`config.mk`:
```
export PLATFORM = sky130hd
export DESIGN_NAME = fp_wb_top
export DESIGN_NICKNAME = d
export VERILOG_FILES = /design/src/fp_wb_pkg.sv /design/src/result_fifo.sv /design/src/fp_issue.sv /design/src/fp_sgnj_unit.sv /design/src/fp_minmax_unit.sv /design/src/fp_wb_arbiter.sv /design/src/fp_wb_top.sv
export VERILOG_INCLUDE_DIRS = /design/src /design/src/src
export SDC_FILE = /design/constraint.sdc
export NUM_CORES = 1
export LEC_CHECK = 0
export ABC_CLOCK_PERIOD_IN_PS = 6650
export BUFFER_PORTS_ARGS = -buffer_cell sky130_fd_sc_hd__buf_2
export CAP_MARGIN = 10
export CORE_ASPECT_RATIO = 1.25
export CORE_MARGIN = 2
export CORE_UTILIZATION = 46
export DETAILED_ROUTE_END_ITERATION = 6
export GPL_ROUTABILITY_DRIVEN = 0
export GPL_TIMING_DRIVEN = 1
export PLACE_DENSITY = 0.69
export SLEW_MARGIN = 10
export SYNTH_ARGS = -nofsm -noshare
export SYNTH_HDL_FRONTEND = slang
export SYNTH_SLANG_ARGS = --single-unit
```
`constraint.sdc`:
```
create_clock -name clk -period 6.65 [get_ports clk]
set_clock_uncertainty 0.2 [all_clocks]
set_input_delay 0.3325 -clock clk [delete_from_list [all_inputs] [get_ports clk]]
set_output_delay 0.3325 -clock clk [all_outputs]
set_load 0.02 [all_outputs]
```
`src/fp_wb_cfg.svh`:
```
// FP writeback configuration: data width, id width, unit count and result FIFO depth
`ifndef FP_WB_CFG_SVH
`define FP_WB_CFG_SVH

// Single-precision word width
`define FP_WB_FLEN 32

// Rolling instruction id width
// Must cover more ids than the total number of credits
`define FP_WB_ID_W 3

// Execution units on the writeback arbiter
// Unit 0 is sign injection, unit 1 is min/max
`define FP_WB_NUM_UNITS 2

// Result FIFO slots per unit
// Also the initial credit count per unit in the issue stage
// 2 units x 2 slots = 4 ids in flight, below the 8-id range
`define FP_WB_FIFO_DEPTH 2

`endif

```
`src/fp_wb_pkg.sv`:
```
// FP writeback types: ids, words, flags, operation encodings and the shared packets
`default_nettype none

`include "fp_wb_cfg.svh"

package fp_wb_pkg;

    typedef logic [`FP_WB_ID_W-1:0] id_t;
    typedef logic [`FP_WB_FLEN-1:0] flen_t;

    // Exception flags, RISC-V fflags bit order with NV at the top
    typedef struct packed {
        logic nv;
        logic dz;
        logic of;
        logic uf;
        logic nx;
    } fflags_t;

    // Supported operations
    typedef enum logic [2:0] {
        OP_FSGNJ  = 3'd0,
        OP_FSGNJN = 3'd1,
        OP_FSGNJX = 3'd2,
        OP_FMIN   = 3'd3,
        OP_FMAX   = 3'd4
    } fp_op_t;

    // One bit per unit, steering and ack
    typedef logic [`FP_WB_NUM_UNITS-1:0] unit_sel_t;

    // Unit indices on the steering and ack vectors
    localparam int UNIT_SGNJ   = 0;
    localparam int UNIT_MINMAX = 1;

    // Quiet NaN returned when both min/max operands are NaN
    localparam flen_t CANONICAL_NAN = 32'h7FC0_0000;

    // Issue stage to unit
    typedef struct packed {
        logic   valid;
        id_t    id;
        fp_op_t op;
        flen_t  rs1;
        flen_t  rs2;
    } fp_issue_t;

    // Result FIFO payload
    typedef struct packed {
        id_t     id;
        flen_t   rd;
        fflags_t fflags;
    } unit_result_t;

    // Register-file writeback and snoop packet
    typedef struct packed {
        logic  valid;
        id_t   id;
        flen_t data;
    } fp_wb_packet_t;

    // Flag writeback packet
    typedef struct packed {
        logic    valid;
        id_t     id;
        fflags_t fflags;
    } fflags_wb_t;

endpackage

`default_nettype wire

```
`src/result_fifo.sv`:
```
// Result FIFO: small synchronous circular buffer holding one unit's finished results
`timescale 1ns/1ps
`default_nettype none

module result_fifo #(
    parameter type payload_t = logic,
    parameter int  DEPTH     = 2
) (
    input  logic     clk,
    input  logic     rst,
    input  logic     push,
    input  payload_t push_data,
    input  logic     pop,
    output payload_t head,
    output logic     not_empty
);

    localparam int PTR_W = (DEPTH > 1) ? $clog2(DEPTH) : 1;
    localparam int CNT_W = $clog2(DEPTH + 1);

    payload_t         mem [DEPTH];
    logic [PTR_W-1:0] wr_ptr;
    logic [PTR_W-1:0] rd_ptr;
    logic [CNT_W-1:0] count;

    // Wrap at DEPTH, which need not be a power of two
    function automatic logic [PTR_W-1:0] next_ptr(input logic [PTR_W-1:0] ptr);
        if (ptr == PTR_W'(DEPTH - 1)) begin
            return '0;
        end
        return ptr + 1'b1;
    endfunction

    // Storage
    always_ff @(posedge clk) begin
        if (push) begin
            mem[wr_ptr] <= push_data;
        end
    end

    // Pointers and occupancy
    always_ff @(posedge clk) begin
        if (rst) begin
            wr_ptr <= '0;
            rd_ptr <= '0;
            count  <= '0;
        end else begin
            if (push) begin
                wr_ptr <= next_ptr(wr_ptr);
            end
            if (pop) begin
                rd_ptr <= next_ptr(rd_ptr);
            end
            // Push with pop keeps the count
            case ({push, pop})
                2'b10:   count <= count + CNT_W'(1);
                2'b01:   count <= count - CNT_W'(1);
                default: count <= count;
            endcase
        end
    end

    assign head      = mem[rd_ptr];
    assign not_empty = (count != '0);

endmodule

`default_nettype wire

```
`src/fp_issue.sv`:
```
// FP issue stage: accepts outside ops, stamps rolling ids, steers to units on credits
`timescale 1ns/1ps
`default_nettype none

`include "fp_wb_cfg.svh"

module fp_issue
    import fp_wb_pkg::*;
(
    input  logic      clk,
    input  logic      rst,
    input  logic      in_valid,
    input  fp_op_t    in_op,
    input  flen_t     in_rs1,
    input  flen_t     in_rs2,
    output logic      in_ready,
    output fp_issue_t sgnj_issue,
    output fp_issue_t minmax_issue,
    input  unit_sel_t unit_ack
);

    localparam int CRED_W = $clog2(`FP_WB_FIFO_DEPTH + 1);

    logic [CRED_W-1:0] credit [`FP_WB_NUM_UNITS];
    unit_sel_t         op_sel;
    unit_sel_t         has_credit;
    unit_sel_t         issue_sel;
    logic              accept;
    id_t               next_id;
    id_t               id_q;
    fp_op_t            op_q;
    flen_t             rs1_q;
    flen_t             rs2_q;
    unit_sel_t         issue_vld_q;

    ////////////////////////////////////////////////////////////
    // Op steering and acceptance

    // Min/max ops go to unit 1, all sign-injection ops to unit 0
    always_comb begin
        op_sel = '0;
        if (in_op == OP_FMIN || in_op == OP_FMAX) begin
            op_sel[UNIT_MINMAX] = 1'b1;
        end else begin
            op_sel[UNIT_SGNJ] = 1'b1;
        end
    end

    always_comb begin
        for (int i = 0; i < `FP_WB_NUM_UNITS; i++) begin
            has_credit[i] = (credit[i] != '0);
        end
    end

    // Ready only when the target unit has a free result slot
    // Held low while in reset
    assign in_ready  = ~rst & (|(op_sel & has_credit));
    assign accept    = in_valid & in_ready;
    assign issue_sel = accept ? op_sel : '0;

    ////////////////////////////////////////////////////////////
    // Credits and id counter

    // One credit per result FIFO slot, returned on arbiter ack
    always_ff @(posedge clk) begin
        if (rst) begin
            for (int i = 0; i < `FP_WB_NUM_UNITS; i++) begin
                credit[i] <= CRED_W'(`FP_WB_FIFO_DEPTH);
            end
        end else begin
            for (int i = 0; i < `FP_WB_NUM_UNITS; i++) begin
                case ({issue_sel[i], unit_ack[i]})
                    2'b10:   credit[i] <= credit[i] - CRED_W'(1);
                    2'b01:   credit[i] <= credit[i] + CRED_W'(1);
                    default: credit[i] <= credit[i];
                endcase
            end
        end
    end

    always_ff @(posedge clk) begin
        if (rst) begin
            next_id <= '0;
        end else if (accept) begin
            next_id <= next_id + 1'b1;
        end
    end

    ////////////////////////////////////////////////////////////
    // Registered issue packets

    // Per-unit valid bits
    always_ff @(posedge clk) begin
        if (rst) begin
            issue_vld_q <= '0;
        end else begin
            issue_vld_q <= issue_sel;
        end
    end

    // Shared payload, both units see the same operands
    always_ff @(posedge clk) begin
        if (accept) begin
            id_q  <= next_id;
            op_q  <= in_op;
            rs1_q <= in_rs1;
            rs2_q <= in_rs2;
        end
    end

    always_comb begin
        sgnj_issue.valid   = issue_vld_q[UNIT_SGNJ];
        sgnj_issue.id      = id_q;
        sgnj_issue.op      = op_q;
        sgnj_issue.rs1     = rs1_q;
        sgnj_issue.rs2     = rs2_q;
        minmax_issue       = sgnj_issue;
        minmax_issue.valid = issue_vld_q[UNIT_MINMAX];
    end

endmodule

`default_nettype wire

```
`src/fp_sgnj_unit.sv`:
```
// FP sign-injection unit: single-stage FSGNJ, FSGNJN and FSGNJX with a result FIFO
`timescale 1ns/1ps
`default_nettype none

`include "fp_wb_cfg.svh"

module fp_sgnj_unit
    import fp_wb_pkg::*;
(
    input  logic         clk,
    input  logic         rst,
    input  fp_issue_t    issue,
    input  logic         ack,
    output logic         done,
    output unit_result_t result
);

    logic         sign_a;
    logic         sign_b;
    logic         new_sign;
    unit_result_t res_d;

    assign sign_a = issue.rs1[`FP_WB_FLEN-1];
    assign sign_b = issue.rs2[`FP_WB_FLEN-1];

    // Sign source per op
    always_comb begin
        case (issue.op)
            OP_FSGNJN: new_sign = ~sign_b;
            OP_FSGNJX: new_sign = sign_a ^ sign_b;
            default:   new_sign = sign_b;
        endcase
    end

    // Exponent and mantissa always from rs1
    always_comb begin
        res_d.id     = issue.id;
        res_d.rd     = {new_sign, issue.rs1[`FP_WB_FLEN-2:0]};
        // Sign injection never raises exceptions
        res_d.fflags = '0;
    end

    // Written on the accept edge, visible at the head next cycle
    result_fifo #(
        .payload_t (unit_result_t),
        .DEPTH     (`FP_WB_FIFO_DEPTH)
    ) result_fifo_i (
        .clk       (clk),
        .rst       (rst),
        .push      (issue.valid),
        .push_data (res_d),
        .pop       (ack),
        .head      (result),
        .not_empty (done)
    );

endmodule

`default_nettype wire

```
`src/fp_minmax_unit.sv`:
```
// FP min/max unit: two-stage FMIN/FMAX with RISC-V NaN rules, invalid flag and a result FIFO
`timescale 1ns/1ps
`default_nettype none

`include "fp_wb_cfg.svh"

module fp_minmax_unit
    import fp_wb_pkg::*;
(
    input  logic         clk,
    input  logic         rst,
    input  fp_issue_t    issue,
    input  logic         ack,
    output logic         done,
    output unit_result_t result
);

    localparam int EXP_W  = 8;
    localparam int MANT_W = `FP_WB_FLEN - EXP_W - 1;

    logic         a_nan;
    logic         b_nan;
    logic         a_snan;
    logic         b_snan;
    logic         a_lt_b;
    logic         s1_valid;
    id_t          s1_id;
    logic         s1_is_min;
    flen_t        s1_rs1;
    flen_t        s1_rs2;
    logic         s1_a_nan;
    logic         s1_b_nan;
    logic         s1_snan;
    logic         s1_a_lt_b;
    logic         pick_a;
    unit_result_t res_d;

    ////////////////////////////////////////////////////////////
    // Stage 1: operand classification

    // NaN: all-ones exponent with nonzero mantissa
    // Quiet when the top mantissa bit is set
    always_comb begin
        a_nan  = (&issue.rs1[`FP_WB_FLEN-2 -: EXP_W]) && (issue.rs1[MANT_W-1:0] != '0);
        b_nan  = (&issue.rs2[`FP_WB_FLEN-2 -: EXP_W]) && (issue.rs2[MANT_W-1:0] != '0);
        a_snan = a_nan && !issue.rs1[MANT_W-1];
        b_snan = b_nan && !issue.rs2[MANT_W-1];
    end

    // Value order from sign and magnitude
    // Differing signs put the negative one below, so -0 < +0
    always_comb begin
        if (issue.rs1[`FP_WB_FLEN-1] != issue.rs2[`FP_WB_FLEN-1]) begin
            a_lt_b = issue.rs1[`FP_WB_FLEN-1];
        end else if (issue.rs1[`FP_WB_FLEN-1]) begin
            a_lt_b = issue.rs1[`FP_WB_FLEN-2:0] > issue.rs2[`FP_WB_FLEN-2:0];
        end else begin
            a_lt_b = issue.rs1[`FP_WB_FLEN-2:0] < issue.rs2[`FP_WB_FLEN-2:0];
        end
    end

    always_ff @(posedge clk) begin
        if (rst) begin
            s1_valid <= 1'b0;
        end else begin
            s1_valid <= issue.valid;
        end
    end

    always_ff @(posedge clk) begin
        s1_id     <= issue.id;
        s1_is_min <= (issue.op == OP_FMIN);
        s1_rs1    <= issue.rs1;
        s1_rs2    <= issue.rs2;
        s1_a_nan  <= a_nan;
        s1_b_nan  <= b_nan;
        s1_snan   <= a_snan | b_snan;
        s1_a_lt_b <= a_lt_b;
    end

    ////////////////////////////////////////////////////////////
    // Stage 2: result select, registered by the FIFO write

    // FMIN keeps the smaller, FMAX the larger
    assign pick_a = s1_is_min ? s1_a_lt_b : !s1_a_lt_b;

    always_comb begin
        res_d.id        = s1_id;
        res_d.fflags    = '0;
        res_d.fflags.nv = s1_snan;
        if (s1_a_nan && s1_b_nan) begin
            res_d.rd = CANONICAL_NAN;
        end else if (s1_a_nan) begin
            res_d.rd = s1_rs2;
        end else if (s1_b_nan) begin
            res_d.rd = s1_rs1;
        end else begin
            res_d.rd = pick_a ? s1_rs1 : s1_rs2;
        end
    end

    // Stage-1 op already holds a credit, so the FIFO has room
    result_fifo #(
        .payload_t (unit_result_t),
        .DEPTH     (`FP_WB_FIFO_DEPTH)
    ) result_fifo_i (
        .clk       (clk),
        .rst       (rst),
        .push      (s1_valid),
        .push_data (res_d),
        .pop       (ack),
        .head      (result),
        .not_empty (done)
    );

endmodule

`default_nettype wire

```
`src/fp_wb_arbiter.sv`:
```
// FP writeback arbiter: fixed-priority result select, unit ack, flag packet, fcsr and snoop
`timescale 1ns/1ps
`default_nettype none

`include "fp_wb_cfg.svh"

module fp_wb_arbiter
    import fp_wb_pkg::*;
(
    input  logic          clk,
    input  logic          rst,
    input  unit_sel_t     unit_done,
    input  unit_result_t  unit_result [`FP_WB_NUM_UNITS],
    output unit_sel_t     unit_ack,
    output fp_wb_packet_t wb_packet,
    output fp_wb_packet_t wb_snoop,
    output fflags_wb_t    fflags_wb,
    output fflags_t       fcsr_flags
);

    localparam int SEL_W = (`FP_WB_NUM_UNITS > 1) ? $clog2(`FP_WB_NUM_UNITS) : 1;

    logic [SEL_W-1:0] sel;
    logic             any_done;

    ////////////////////////////////////////////////////////////
    // Unit select

    // Walk down from the top so the lowest done index wins
    always_comb begin
        sel = '0;
        for (int i = `FP_WB_NUM_UNITS - 1; i >= 0; i--) begin
            if (unit_done[i]) begin
                sel = SEL_W'(i);
            end
        end
    end

    assign any_done = |unit_done;

    // Writeback, flag packet and ack in the select cycle
    always_comb begin
        wb_packet.valid  = any_done;
        wb_packet.id     = unit_result[sel].id;
        wb_packet.data   = unit_result[sel].rd;

        fflags_wb.valid  = any_done;
        fflags_wb.id     = unit_result[sel].id;
        fflags_wb.fflags = unit_result[sel].fflags;

        unit_ack         = '0;
        unit_ack[sel]    = any_done;
    end

    ////////////////////////////////////////////////////////////
    // Store forwarding snoop, one cycle behind writeback

    always_ff @(posedge clk) begin
        if (rst) begin
            wb_snoop.valid <= 1'b0;
        end else begin
            wb_snoop.valid <= wb_packet.valid;
        end
    end

    always_ff @(posedge clk) begin
        wb_snoop.id   <= wb_packet.id;
        wb_snoop.data <= wb_packet.data;
    end

    ////////////////////////////////////////////////////////////
    // Accumulated exception flags

    // Sticky until reset
    always_ff @(posedge clk) begin
        if (rst) begin
            fcsr_flags <= '0;
        end else if (fflags_wb.valid) begin
            fcsr_flags <= fcsr_flags | fflags_wb.fflags;
        end
    end

endmodule

`default_nettype wire

```
`src/fp_wb_top.sv`:
```
// FP writeback subsystem top: issue stage, sign-injection and min/max units, writeback arbiter
`timescale 1ns/1ps
`default_nettype none

`include "fp_wb_cfg.svh"

module fp_wb_top
    import fp_wb_pkg::*;
(
    input  logic          clk,
    input  logic          rst,
    input  logic          in_valid,
    input  fp_op_t        in_op,
    input  flen_t         in_rs1,
    input  flen_t         in_rs2,
    output logic          in_ready,
    output fp_wb_packet_t wb_packet,
    output fp_wb_packet_t wb_snoop,
    output fflags_wb_t    fflags_wb,
    output fflags_t       fcsr_flags
);

    fp_issue_t    sgnj_issue;
    fp_issue_t    minmax_issue;
    unit_sel_t    unit_done;
    unit_sel_t    unit_ack;
    unit_result_t unit_result [`FP_WB_NUM_UNITS];

    // Ack doubles as the credit return
    fp_issue fp_issue_i (
        .clk          (clk),
        .rst          (rst),
        .in_valid     (in_valid),
        .in_op        (in_op),
        .in_rs1       (in_rs1),
        .in_rs2       (in_rs2),
        .in_ready     (in_ready),
        .sgnj_issue   (sgnj_issue),
        .minmax_issue (minmax_issue),
        .unit_ack     (unit_ack)
    );

    fp_sgnj_unit fp_sgnj_unit_i (
        .clk    (clk),
        .rst    (rst),
        .issue  (sgnj_issue),
        .ack    (unit_ack[UNIT_SGNJ]),
        .done   (unit_done[UNIT_SGNJ]),
        .result (unit_result[UNIT_SGNJ])
    );

    fp_minmax_unit fp_minmax_unit_i (
        .clk    (clk),
        .rst    (rst),
        .issue  (minmax_issue),
        .ack    (unit_ack[UNIT_MINMAX]),
        .done   (unit_done[UNIT_MINMAX]),
        .result (unit_result[UNIT_MINMAX])
    );

    fp_wb_arbiter fp_wb_arbiter_i (
        .clk         (clk),
        .rst         (rst),
        .unit_done   (unit_done),
        .unit_result (unit_result),
        .unit_ack    (unit_ack),
        .wb_packet   (wb_packet),
        .wb_snoop    (wb_snoop),
        .fflags_wb   (fflags_wb),
        .fcsr_flags  (fcsr_flags)
    );

endmodule

`default_nettype wire

```
==> impl_results.md, run 1 <==
* Status: finished clean
* Flip-flop and latch area at about 9000 µm²
* CTS tree: done
* CTS buffer count at 31
* Clock buffer depth at 3
* Synth warn at 0
* Tot GR Track Use at 0.177
* CP startpoint: fp_minmax_unit_i.result_fifo_i.count[0]
* HPWL Detailed at 15600 µm
* Peak fanout along the critical path at 39
* CTS clk-pin slew, worst paths at approximately 0.06 ns
* Dominant synthesized flop cell: edfxtp_1
* Yosys reg bits at between 300 and 400
* GRT overflow at 0
* Dpl cells at about 1300
* Post-synth top cells: edfxtp_1, dfxtp_1, nand2_1
* Tcrit/Tclk final at 0.532
* Synthesized area at ~12000 µm²
* Pwr Density at ~390 nW/µm²
* Leak at 0.00573 µW
* CP endpoint kind: output port
* Register area share after synthesis at 0.737
* Chip Height at roughly 190 µm
* Avg WL per Cell at approximately 17 µm
* Skew-Pair Late Insertion Delay at 0.55 ns
* RSZ-0062 raised after global routing: no
* Internal cell power at about 4000 µW
* Combinational group share of total power at 0.245
* Area contributors post-synth: edfxtp_1, dfxtp_1, ha_1
* Max-slew headroom at 0.253
* Full die area at between 20000 and 30000 µm²
* Grt met3 use at 0.0262
* Total core area at approximately 26000 µm²
* Reg2reg start: fp_issue_i.credit[1][0]
* GRT met1 Usage at 0.213
* Most frequent cell after synthesis: edfxtp_1
* Maxcap violations at 0
* Ports at 157
* Sequential power share at 0.461
* Ys async rst share at 0
* Worst Path Class, Setup: flip-flop to output port
* Initial Util at 0.468
* Switching Share at 0.311
* Final min period at between 3 and 4 ns
* P_sw at 1800 µW
* # nets final at around 1200
* Initial antenna violation count at 0
* Worst R2R Path Depth at 8
* Vias per cell at 5.01
* Layout fillers at between 2000 and 2500
* Layout cells sized above 1 at 0.198
* Final ANT Viol Nets at 0
* Worst EP required at a little over 6 ns
* PortBufs at around 150
* Class of the worst hold path: input port to flip-flop
* Number of iterations in the first detailed-routing pass at 5
* Post-Synthesis Cells at 862
* Max Slew Vio Count at 0
* Hold depth at 2
* Setup bufs post-CTS at 0
* Critical Path Start Type: flip-flop
* R2r setup slk at about 3.5 ns
* Most Crowded Layer GR: met2
* # rows at 66
* Distinct cells, synth at 39
* Post-Route WL at 24700 µm
* Fmax at around 280 MHz
* Avg Inst Size Synth at 14.2 µm²
* Total number of vias at ~7200
* Worst Tran Pin Value at between 1 and 1.5 ns
* Die X at about 150 µm
* Fin cells at between 1000 and 1500
* Area leader, netlist: edfxtp_1
* H-tree level count at 1
* Met2 usage at 0.333
* CP arrival at 3.01 ns
* Area added between synthesis and finish at 22.4%
* Pin count of the biggest net entering global routing at 76
* Antenna fix cells at 0
* WHS Endpoint: fp_issue_i.next_id[1]
* Area of the multi-input gates at 2900 µm²
* Root buffer cell: clkbuf_16
* Post-synth EDFFs at approximately 220
* Fin. Hold Viols at 0
* Peak VDD IR at about 0.34 mV
* Vias in the first global route at 7134
* RR Endpoint: fp_issue_i.credit[1][0]
* Clock sink count at 341
* Initial drt markers at 352
* Synth top area share at 0.531
* First-pass GRT wire length at 38100 µm
* Post-route setup TNS at 0 ns
* DR DRC count at 0
* Clk network pwr share at 0.294
* Worst hold start: rst
* # setup viols final at 0
## per-layer routing
metal  wire length, µm  vias up
met5                 0        -
met3              1130       34
met1             10000     3494
met2             13200      170
li1                  -     3535
met4               422        0
## sequential cells by signal, indices dropped and copies added, names as in the netlist, 2 cells and up, named ones only
name	count
fp_minmax_unit_i.result_fifo_i.mem	72
fp_minmax_unit_i.result_fifo_i.count	2
fp_issue_i.next_id	3
fp_wb_arbiter_i.wb_snoop	36
fp_issue_i.issue_vld_q	2
fp_issue_i.credit	4
fp_issue_i.rs1_q	32
fp_issue_i.op_q	3
fp_sgnj_unit_i.result_fifo_i.mem	70
fp_minmax_unit_i.s1_rs2	32
fp_issue_i.id_q	3
fp_minmax_unit_i.s1_id	3
fp_sgnj_unit_i.result_fifo_i.count	2
fp_issue_i.rs2_q	32
fp_minmax_unit_i.s1_rs1	32
## logic make-up after synthesis
family	count (synthesis)	synth area share
other cells	1	0.000307
compound gates	131	0.0682
fa+ha+maj	39	0.0400
buf+inv	87	0.0308
xor+xnor	14	0.0100
mux	38	0.0313
simple gates	211	0.0829
flops	341	0.737
## per-stage QoR
| stage | hold slack, ns | setup WS [ns] | instance area, µm² | util | power (µW) |
|---|---|---|---|---|---|
| 5_1_grt | 0.0217 | 2.86 | 14900 | 0.572 | 6080 |
| 4_1_cts | 0.0126 | 3.06 | 14900 | 0.572 | 5850 |
| 2_1_floorplan | 0.161 | 1.80 | 12200 | - | 3660 |
| 3_3_place_gp | 0.168 | 3.22 | 13300 | 0.508 | 4080 |
| 3_5_place_dp | 0.181 | 3.14 | 13300 | 0.508 | 4120 |
| 6_report | 0.0229 | 3.11 | 14900 | 0.572 | 5790 |
## worst max path at each step
stage / slack [ns] / cells after the start / end
final: 3.11 / 5 / wb_packet[22]
after global routing: 2.86 / 5 / wb_packet[22]
after CTS: 3.06 / 5 / wb_packet[22]
after detailed placement: 3.14 / 9 / fp_issue_i.credit[1][1]
after global placement: 3.22 / 9 / fp_issue_i.credit[1][0]
after floorplan: 1.80 / 7 / fp_issue_i.credit[1][0]
## worst max-delay path: stages (launching register included)
cell and delay, ns:
dfxtp_1 0.37, o21ai_4 0.88, buf_4 0.54, a211oi_1 0.10, a21oi_1 0.30, buf_2 0.23
## cell type report
type,instances,area share
flip-flops and latches,341,0.602
multi-input cells,441,0.194
repair buffers,222,0.0982
clock buffers,49,0.0632
well taps,340,0.0285
inverters,42,0.0106
clock inverters,9,0.00318
## power groups by stage
stage	clock, µW	combinational (µW)	sequential [µW]
final	1700	1420	2670
after global routing	1820	1560	2700
after CTS	1740	1440	2670
after detailed placement	0	1400	2720
after global placement	0	1380	2710
after floorplan	0	835	2830
## cell usage in the layout, fill, tap and decap left out, types with 3 or more instances in the layout
| master | netlist | layout |
|---|---|---|
| clkbuf_16 | 0 | 31 |
| edfxtp_1 | 216 | 216 |
| a21oi_1 | 73 | 73 |
| o21ai_0 | 7 | 6 |
| nor3_1 | 7 | 7 |
| and2_2 | 2 | 4 |
| inv_1 | 42 | 42 |
| clkbuf_8 | 0 | 10 |
| nor4_1 | 14 | 14 |
| dlygate4sd3_1 | 0 | 68 |
| clkinv_2 | 0 | 5 |
| xnor2_1 | 8 | 8 |
| nand2_1 | 84 | 84 |
| nor2_4 | 0 | 3 |
| nor2b_1 | 36 | 36 |
| nand3_1 | 11 | 11 |
| ha_1 | 39 | 39 |
| xor2_1 | 6 | 6 |
| buf_2 | 0 | 148 |
| clkbuf_1 | 29 | 8 |
| nor2_1 | 35 | 32 |
| mux2i_1 | 37 | 37 |
| buf_4 | 13 | 6 |
| nand4_1 | 12 | 12 |
| dfxtp_1 | 125 | 123 |
| conb_1 | 1 | 8 |
| a211oi_1 | 38 | 38 |
## repair_timing
action | CTS | global route
setup endpoints to repair | 0 | 0
hold buffers | 68 | 0
resized for setup | 0 | 0
hold endpoints to repair | 68 | 0
No activity file was read; power rests on OpenSTA's default activity.
==> run 2: changes to the inputs <==
ABC_CLOCK_PERIOD_IN_PS = 2950   (was 6650)
PLACE_DENSITY = 0.71   (was 0.69)
clock period = 2.95 ns   (was 6.65 ns; I/O delays follow)
==> impl_results.md, run 2 (synthesis gave the netlist of run 1 again) <==
* Status: finished clean
* Layout cells sized above 1 at 0.209
* RR Endpoint: fp_minmax_unit_i.s1_a_lt_b
* Worst R2R Path Depth at 7
* PortBufs at about 150
* Pwr Density at 894 nW/µm²
* Peak VDD IR at about 0.49 mV
* First-pass GRT wire length at around 40000 µm
* Number of iterations in the first detailed-routing pass at 4
* Max reg flops at 72
* Commonest non-fill, non-tap cell in the layout: edfxtp_1
* Full die area at roughly 28000 µm²
* Post-Route WL at roughly 26000 µm
* Fmax at 373 MHz
* Clock buffer depth at 3
* Biggest register: fp_minmax_unit_i.result_fifo_i.mem
* CP arrival at around 2.3 ns
* Final ANT Viol Nets at 0
* Post-route setup TNS at 0 ns
* Initial drt markers at 440
* Avg WL per Cell at approximately 18 µm
* # setup viols final at 0
* HPWL Detailed at about 16000 µm
* Ports at about 160
* RSZ-0062 raised after global routing: no
* Total number of vias at about 7400
* GRT overflow at 0
* Area added between synthesis and finish at 24.4%
* Max Slew Vio Count at 0
* Worst EP required at roughly 2.6 ns
* Tcrit/Tclk final at 0.910
* Worst hold start: in_rs2[29]
* Die X at ~150 µm
* Sequential power share at 0.443
* Root buffer cell: clkbuf_16
* CP endpoint kind: output port
* CTS buffer count at 35
* WHS Endpoint: fp_issue_i.rs2_q[29]
* Total core area at 26100 µm²
* Design area at about 15000 µm²
* Top Registers: fp_minmax_unit_i.result_fifo_i.mem: 72 flops, fp_sgnj_unit_i.result_fifo_i.mem: 70 flops, fp_wb_arbiter_i.wb_snoop: 36 flops
* Max-slew headroom at 0.508
* Fin. Hold Viols at 0
* Pin count of the biggest net entering global routing at 75
* Placed Area at around 13000 µm²
* Final min period at 2.68 ns
* Combinational group share of total power at 0.245
* # nets final at ~1200
* Peak fanout along the critical path at 30
* Initial Util at 0.468
* Clock sink count at 341
* Reg2reg start: fp_issue_i.rs1_q[28]
* Antenna fix cells at 0
* CTS clk-pin slew, worst paths at about 0.06 ns
* # rows at between 60 and 70
* Internal cell power at 9360 µW
* Layout fillers at 2054
* DR DRC count at 0
* CTS resizes at 0
* P_sw at about 4200 µW
* Fin Hold WS at ~0.14 ns
* Leak at about 0.006 µW
* Tot GR Track Use at 0.185
* R2r setup slk at 0.32 ns
* CTS tree: done
* Switching Share at 0.310
* H-tree level count at 2
* Worst Path Class, Setup: flip-flop to output port
* Hold depth at 2
* Commonest cells after routing, fill and taps aside: edfxtp_1, buf_2, dfxtp_1
* Class of the worst hold path: input port to flip-flop
* Vias per cell at between 5 and 6
* Clk network pwr share at 0.312
* Chip Height at approximately 190 µm
* Worst Tran Pin Value at between 0.7 and 0.8 ns
* Skew-Pair Late Insertion Delay at between 0.5 and 0.6 ns
* Initial antenna violation count at 0
* Final core occ at 0.582
* Critical Path Start Type: flip-flop
* Total power draw at roughly 14000 µW
* Maxcap violations at 0
* Vias in the first global route at ~7400
## run 2: per-stage QoR
stage,instances,setup WS (ns)
final,1464,0.267
after floorplan,869,-1.71
after CTS,1464,0.240
after global routing,1464,0.0907
after global placement,1331,0.437
after detailed placement,1331,0.394
## run 2: cell type report
cell class / instances / area (µm²) / share of cell area
clock buffers: 47 / 971 / 0.0639
clock inverters: 17 / 143 / 0.00939
inverters: 42 / 158 / 0.0104
multi-input cells: 441 / 2900 / 0.191
flip-flops and latches: 341 / 8990 / 0.592
well taps: 340 / 425 / 0.0280
repair buffers: 236 / 1600 / 0.105
## run 2: power groups by stage
stage          sequential (µW)  combinational (µW)  clock [µW]
6_report                  6020                3320        4240
2_1_floorplan             6370                1880           0
4_1_cts                   6020                3340        4310
3_5_place_dp              6110                3260           0
3_3_place_gp              6090                3210           0
5_1_grt                   6080                3610        4510
## run 2: worst max path at each step
stage | from | end | slack (ns) | depth (start not counted)
detailed placement | fp_issue_i.rs1_q[30] | fp_minmax_unit_i.s1_a_lt_b | 0.39 | 7
CTS | fp_sgnj_unit_i.result_fifo_i.count[0] | wb_packet[31] | 0.24 | 7
floorplan | in_op[2] | fp_issue_i.credit[1][0] | -1.71 | 7
finish | fp_sgnj_unit_i.result_fifo_i.count[0] | wb_packet[31] | 0.27 | 7
global placement | fp_issue_i.rs1_q[30] | fp_minmax_unit_i.s1_a_lt_b | 0.44 | 7
global route | fp_sgnj_unit_i.result_fifo_i.count[0] | wb_packet[31] | 0.09 | 7
## run 2: repair_timing
item	4_1_cts	5_1_grt
hold buffers	69	0
buffers inserted	0	0
hold endpoints to repair	86	0
## run 2: critical path, cell delays in order (launching register included)
cell	delay, ns
dfxtp_1	0.38
nor2_1	0.06
buf_4	0.17
o21ai_4	0.17
buf_4	0.40
a211oi_1	0.09
a21oi_1	0.31
buf_2	0.24
## run 2: routing by layer
layer,GRT usage,vias to the layer above,share of wire,routed length [µm]
met4,0.0672,0,0.024,612
met2,0.340,213,0.53,13700
met5,0,-,0,0
met1,0.217,3575,0.40,10400
met3,0.0284,44,0.044,1130
li1,-,3580,-,-
==> run 3: changes to the inputs <==
ABC_CLOCK_PERIOD_IN_PS = not set   (was 2950)
PLACE_DENSITY = not set   (was 0.71)
PLACE_DENSITY_LB_ADDON = 0.12   (was not set)
clock period = 2.3 ns   (was 2.95 ns; I/O delays follow)
==> impl_results.md, run 3 (synthesis gave the netlist of run 1 again) <==
* Skew-Pair Late Insertion Delay at around 0.51 ns
* # setup viols final at 0
* Number of iterations in the first detailed-routing pass at 5
* Design area at between 15000 and 20000 µm²
* Top Registers: fp_minmax_unit_i.result_fifo_i.mem: 72 flops, fp_sgnj_unit_i.result_fifo_i.mem: 70 flops, fp_wb_arbiter_i.wb_snoop: 36 flops
* Post-Route WL at 28200 µm
* CTS tree: done
* Fin cells at 1500
* Avg WL per Cell at approximately 19 µm
* # nets final at 1244
* Peak fanout along the critical path at 10
* CTS clk-pin slew, worst paths at ~0.060 ns
* Tcrit/Tclk final at 0.988
* Clock buffer depth at 3
* Total number of vias at around 7400
* Leak at ~0.0063 µW
* DR DRC count at 0
* Fmax at about 440 MHz
* Area added between synthesis and finish at 35.3%
* GRT overflow at 0
* CP arrival at 1.96 ns
* Initial drt markers at approximately 370
* RSZ-0062 raised after global routing: yes
* Vias per cell at about 5
* Final ANT Viol Nets at 0
* Die X at about 150 µm
* H-tree level count at 2
* Chip Height at roughly 190 µm
* Critical Path Start Type: flip-flop
* Layout fillers at a little under 2000
* PortBufs at roughly 150
* Area of the multi-input gates at approximately 3500 µm²
* Root buffer cell: clkbuf_16
* Status: finished clean
* First-pass GRT wire length at ~41000 µm
* Commonest non-fill, non-tap cell in the layout: edfxtp_1
* Worst Tran Pin Value at 0.763 ns
* Vias in the first global route at between 7000 and 8000
* Pin count of the biggest net entering global routing at 72
* Tot GR Track Use at 0.197
* HPWL Detailed at between 15000 and 20000 µm
* CTS buffer count at 34
* Final min period at between 2 and 2.5 ns
* Post-route setup TNS at 0 ns
* Initial antenna violation count at 0
* Layout cells sized above 1 at 0.313
* CP endpoint kind: output port
* Commonest cells after routing, fill and taps aside: edfxtp_1, dfxtp_1, buf_2
* Total core area at roughly 26000 µm²
* Maxcap violations at 0
* Worst EP required at approximately 2 ns
* Pwr Density at between 1000 and 1500 nW/µm²
* Fin. Hold Viols at 0
* # rows at 66
* Initial Util at 0.468
* Dpl cells at 1353
* Clock sink count at between 300 and 400
* Full die area at 27900 µm²
* Flip-flop and latch area at between 8000 and 9000 µm²
* Max-slew headroom at 0.491
* Max Slew Vio Count at 0
* Max reg flops at between 70 and 80
* Antenna fix cells at 0
* Peak VDD IR at about 0.9 mV
* Placed Area at 13600 µm²
* Worst Path Class, Setup: flip-flop to output port
* Final core occ at 0.633
* Biggest register: fp_minmax_unit_i.result_fifo_i.mem
* Ports at roughly 160
* Class of the worst hold path: input port to flip-flop
[run 3: power breakdown]
part	internal [µW]	switching, µW	leakage [µW]
logic	2420	3550	0.00269
registers	7360	312	0.00303
clock network	3440	2250	0.000576
[run 3: per-stage QoR]
stage                     setup WS [ns]  total power [µW]  hold WS (ns)
after global routing            -0.0724             20200         0.101
final                            0.0272             19300         0.112
after detailed placement         -0.100             12100        0.0931
after CTS                       -0.0315             18900        0.0927
after global placement          -0.0398             12100        0.0928
after floorplan                   -2.33             10600        0.0139
[run 3: area by class of cell]
type                            count  area share
Clock buffer                       50      0.0621
Clock inverter                     11     0.00811
Inverter                           42     0.00955
Multi-Input combinational cell    441       0.214
Sequential cell                   341       0.545
Tap cell                          340      0.0258
Timing Repair Buffer              275       0.135
[run 3: critical path, cell delays in order, from the launching register on]
cell and delay, ns:
dfxtp_2 0.34, nor2_4 0.10, buf_6 0.11, o21ai_4 0.05, buf_12 0.16, buf_12 0.17
a211oi_4 0.29, a21oi_4 0.08, buf_6 0.14
[run 3: worst paths after layout]
path | end | startpoint | cells after the start | slack, ns
worst max-delay path | wb_packet[31] | fp_sgnj_unit_i.result_fifo_i.count[1] | 8 | 0.03
worst min-delay path | fp_issue_i.rs2_q[29] | in_rs2[29] | 2 | 0.11
worst max register to register | fp_minmax_unit_i.s1_a_lt_b | fp_issue_i.rs2_q[20] | 8 | 0.07
worst min register to register | fp_minmax_unit_i.s1_id[1] | fp_issue_i.id_q[1] | 0 | 0.19
[run 3: repair_timing]
action / 4_1_cts / 5_1_grt
endpoints found under the setup margin: 32 / 48
pin swaps: 13 / 20
gates cloned: 4 / 1
hold buffers: 71 / 0
setup buffers: 7 / 4
gates resized for setup: 96 / 82
hold endpoints to repair: 86 / 0
[run 3: layer usage]
| metal | routed length [µm] | GRT usage | share of wire | up-vias |
|---|---|---|---|---|
| li1 | - | - | - | 3610 |
| met3 | 1360 | 0.0353 | 0.048 | 44 |
| met5 | 0 | 0 | 0 | - |
| met2 | 14600 | 0.351 | 0.52 | 177 |
| met1 | 11600 | 0.247 | 0.41 | 3596 |
| met4 | 529 | 0.0574 | 0.019 | 0 |
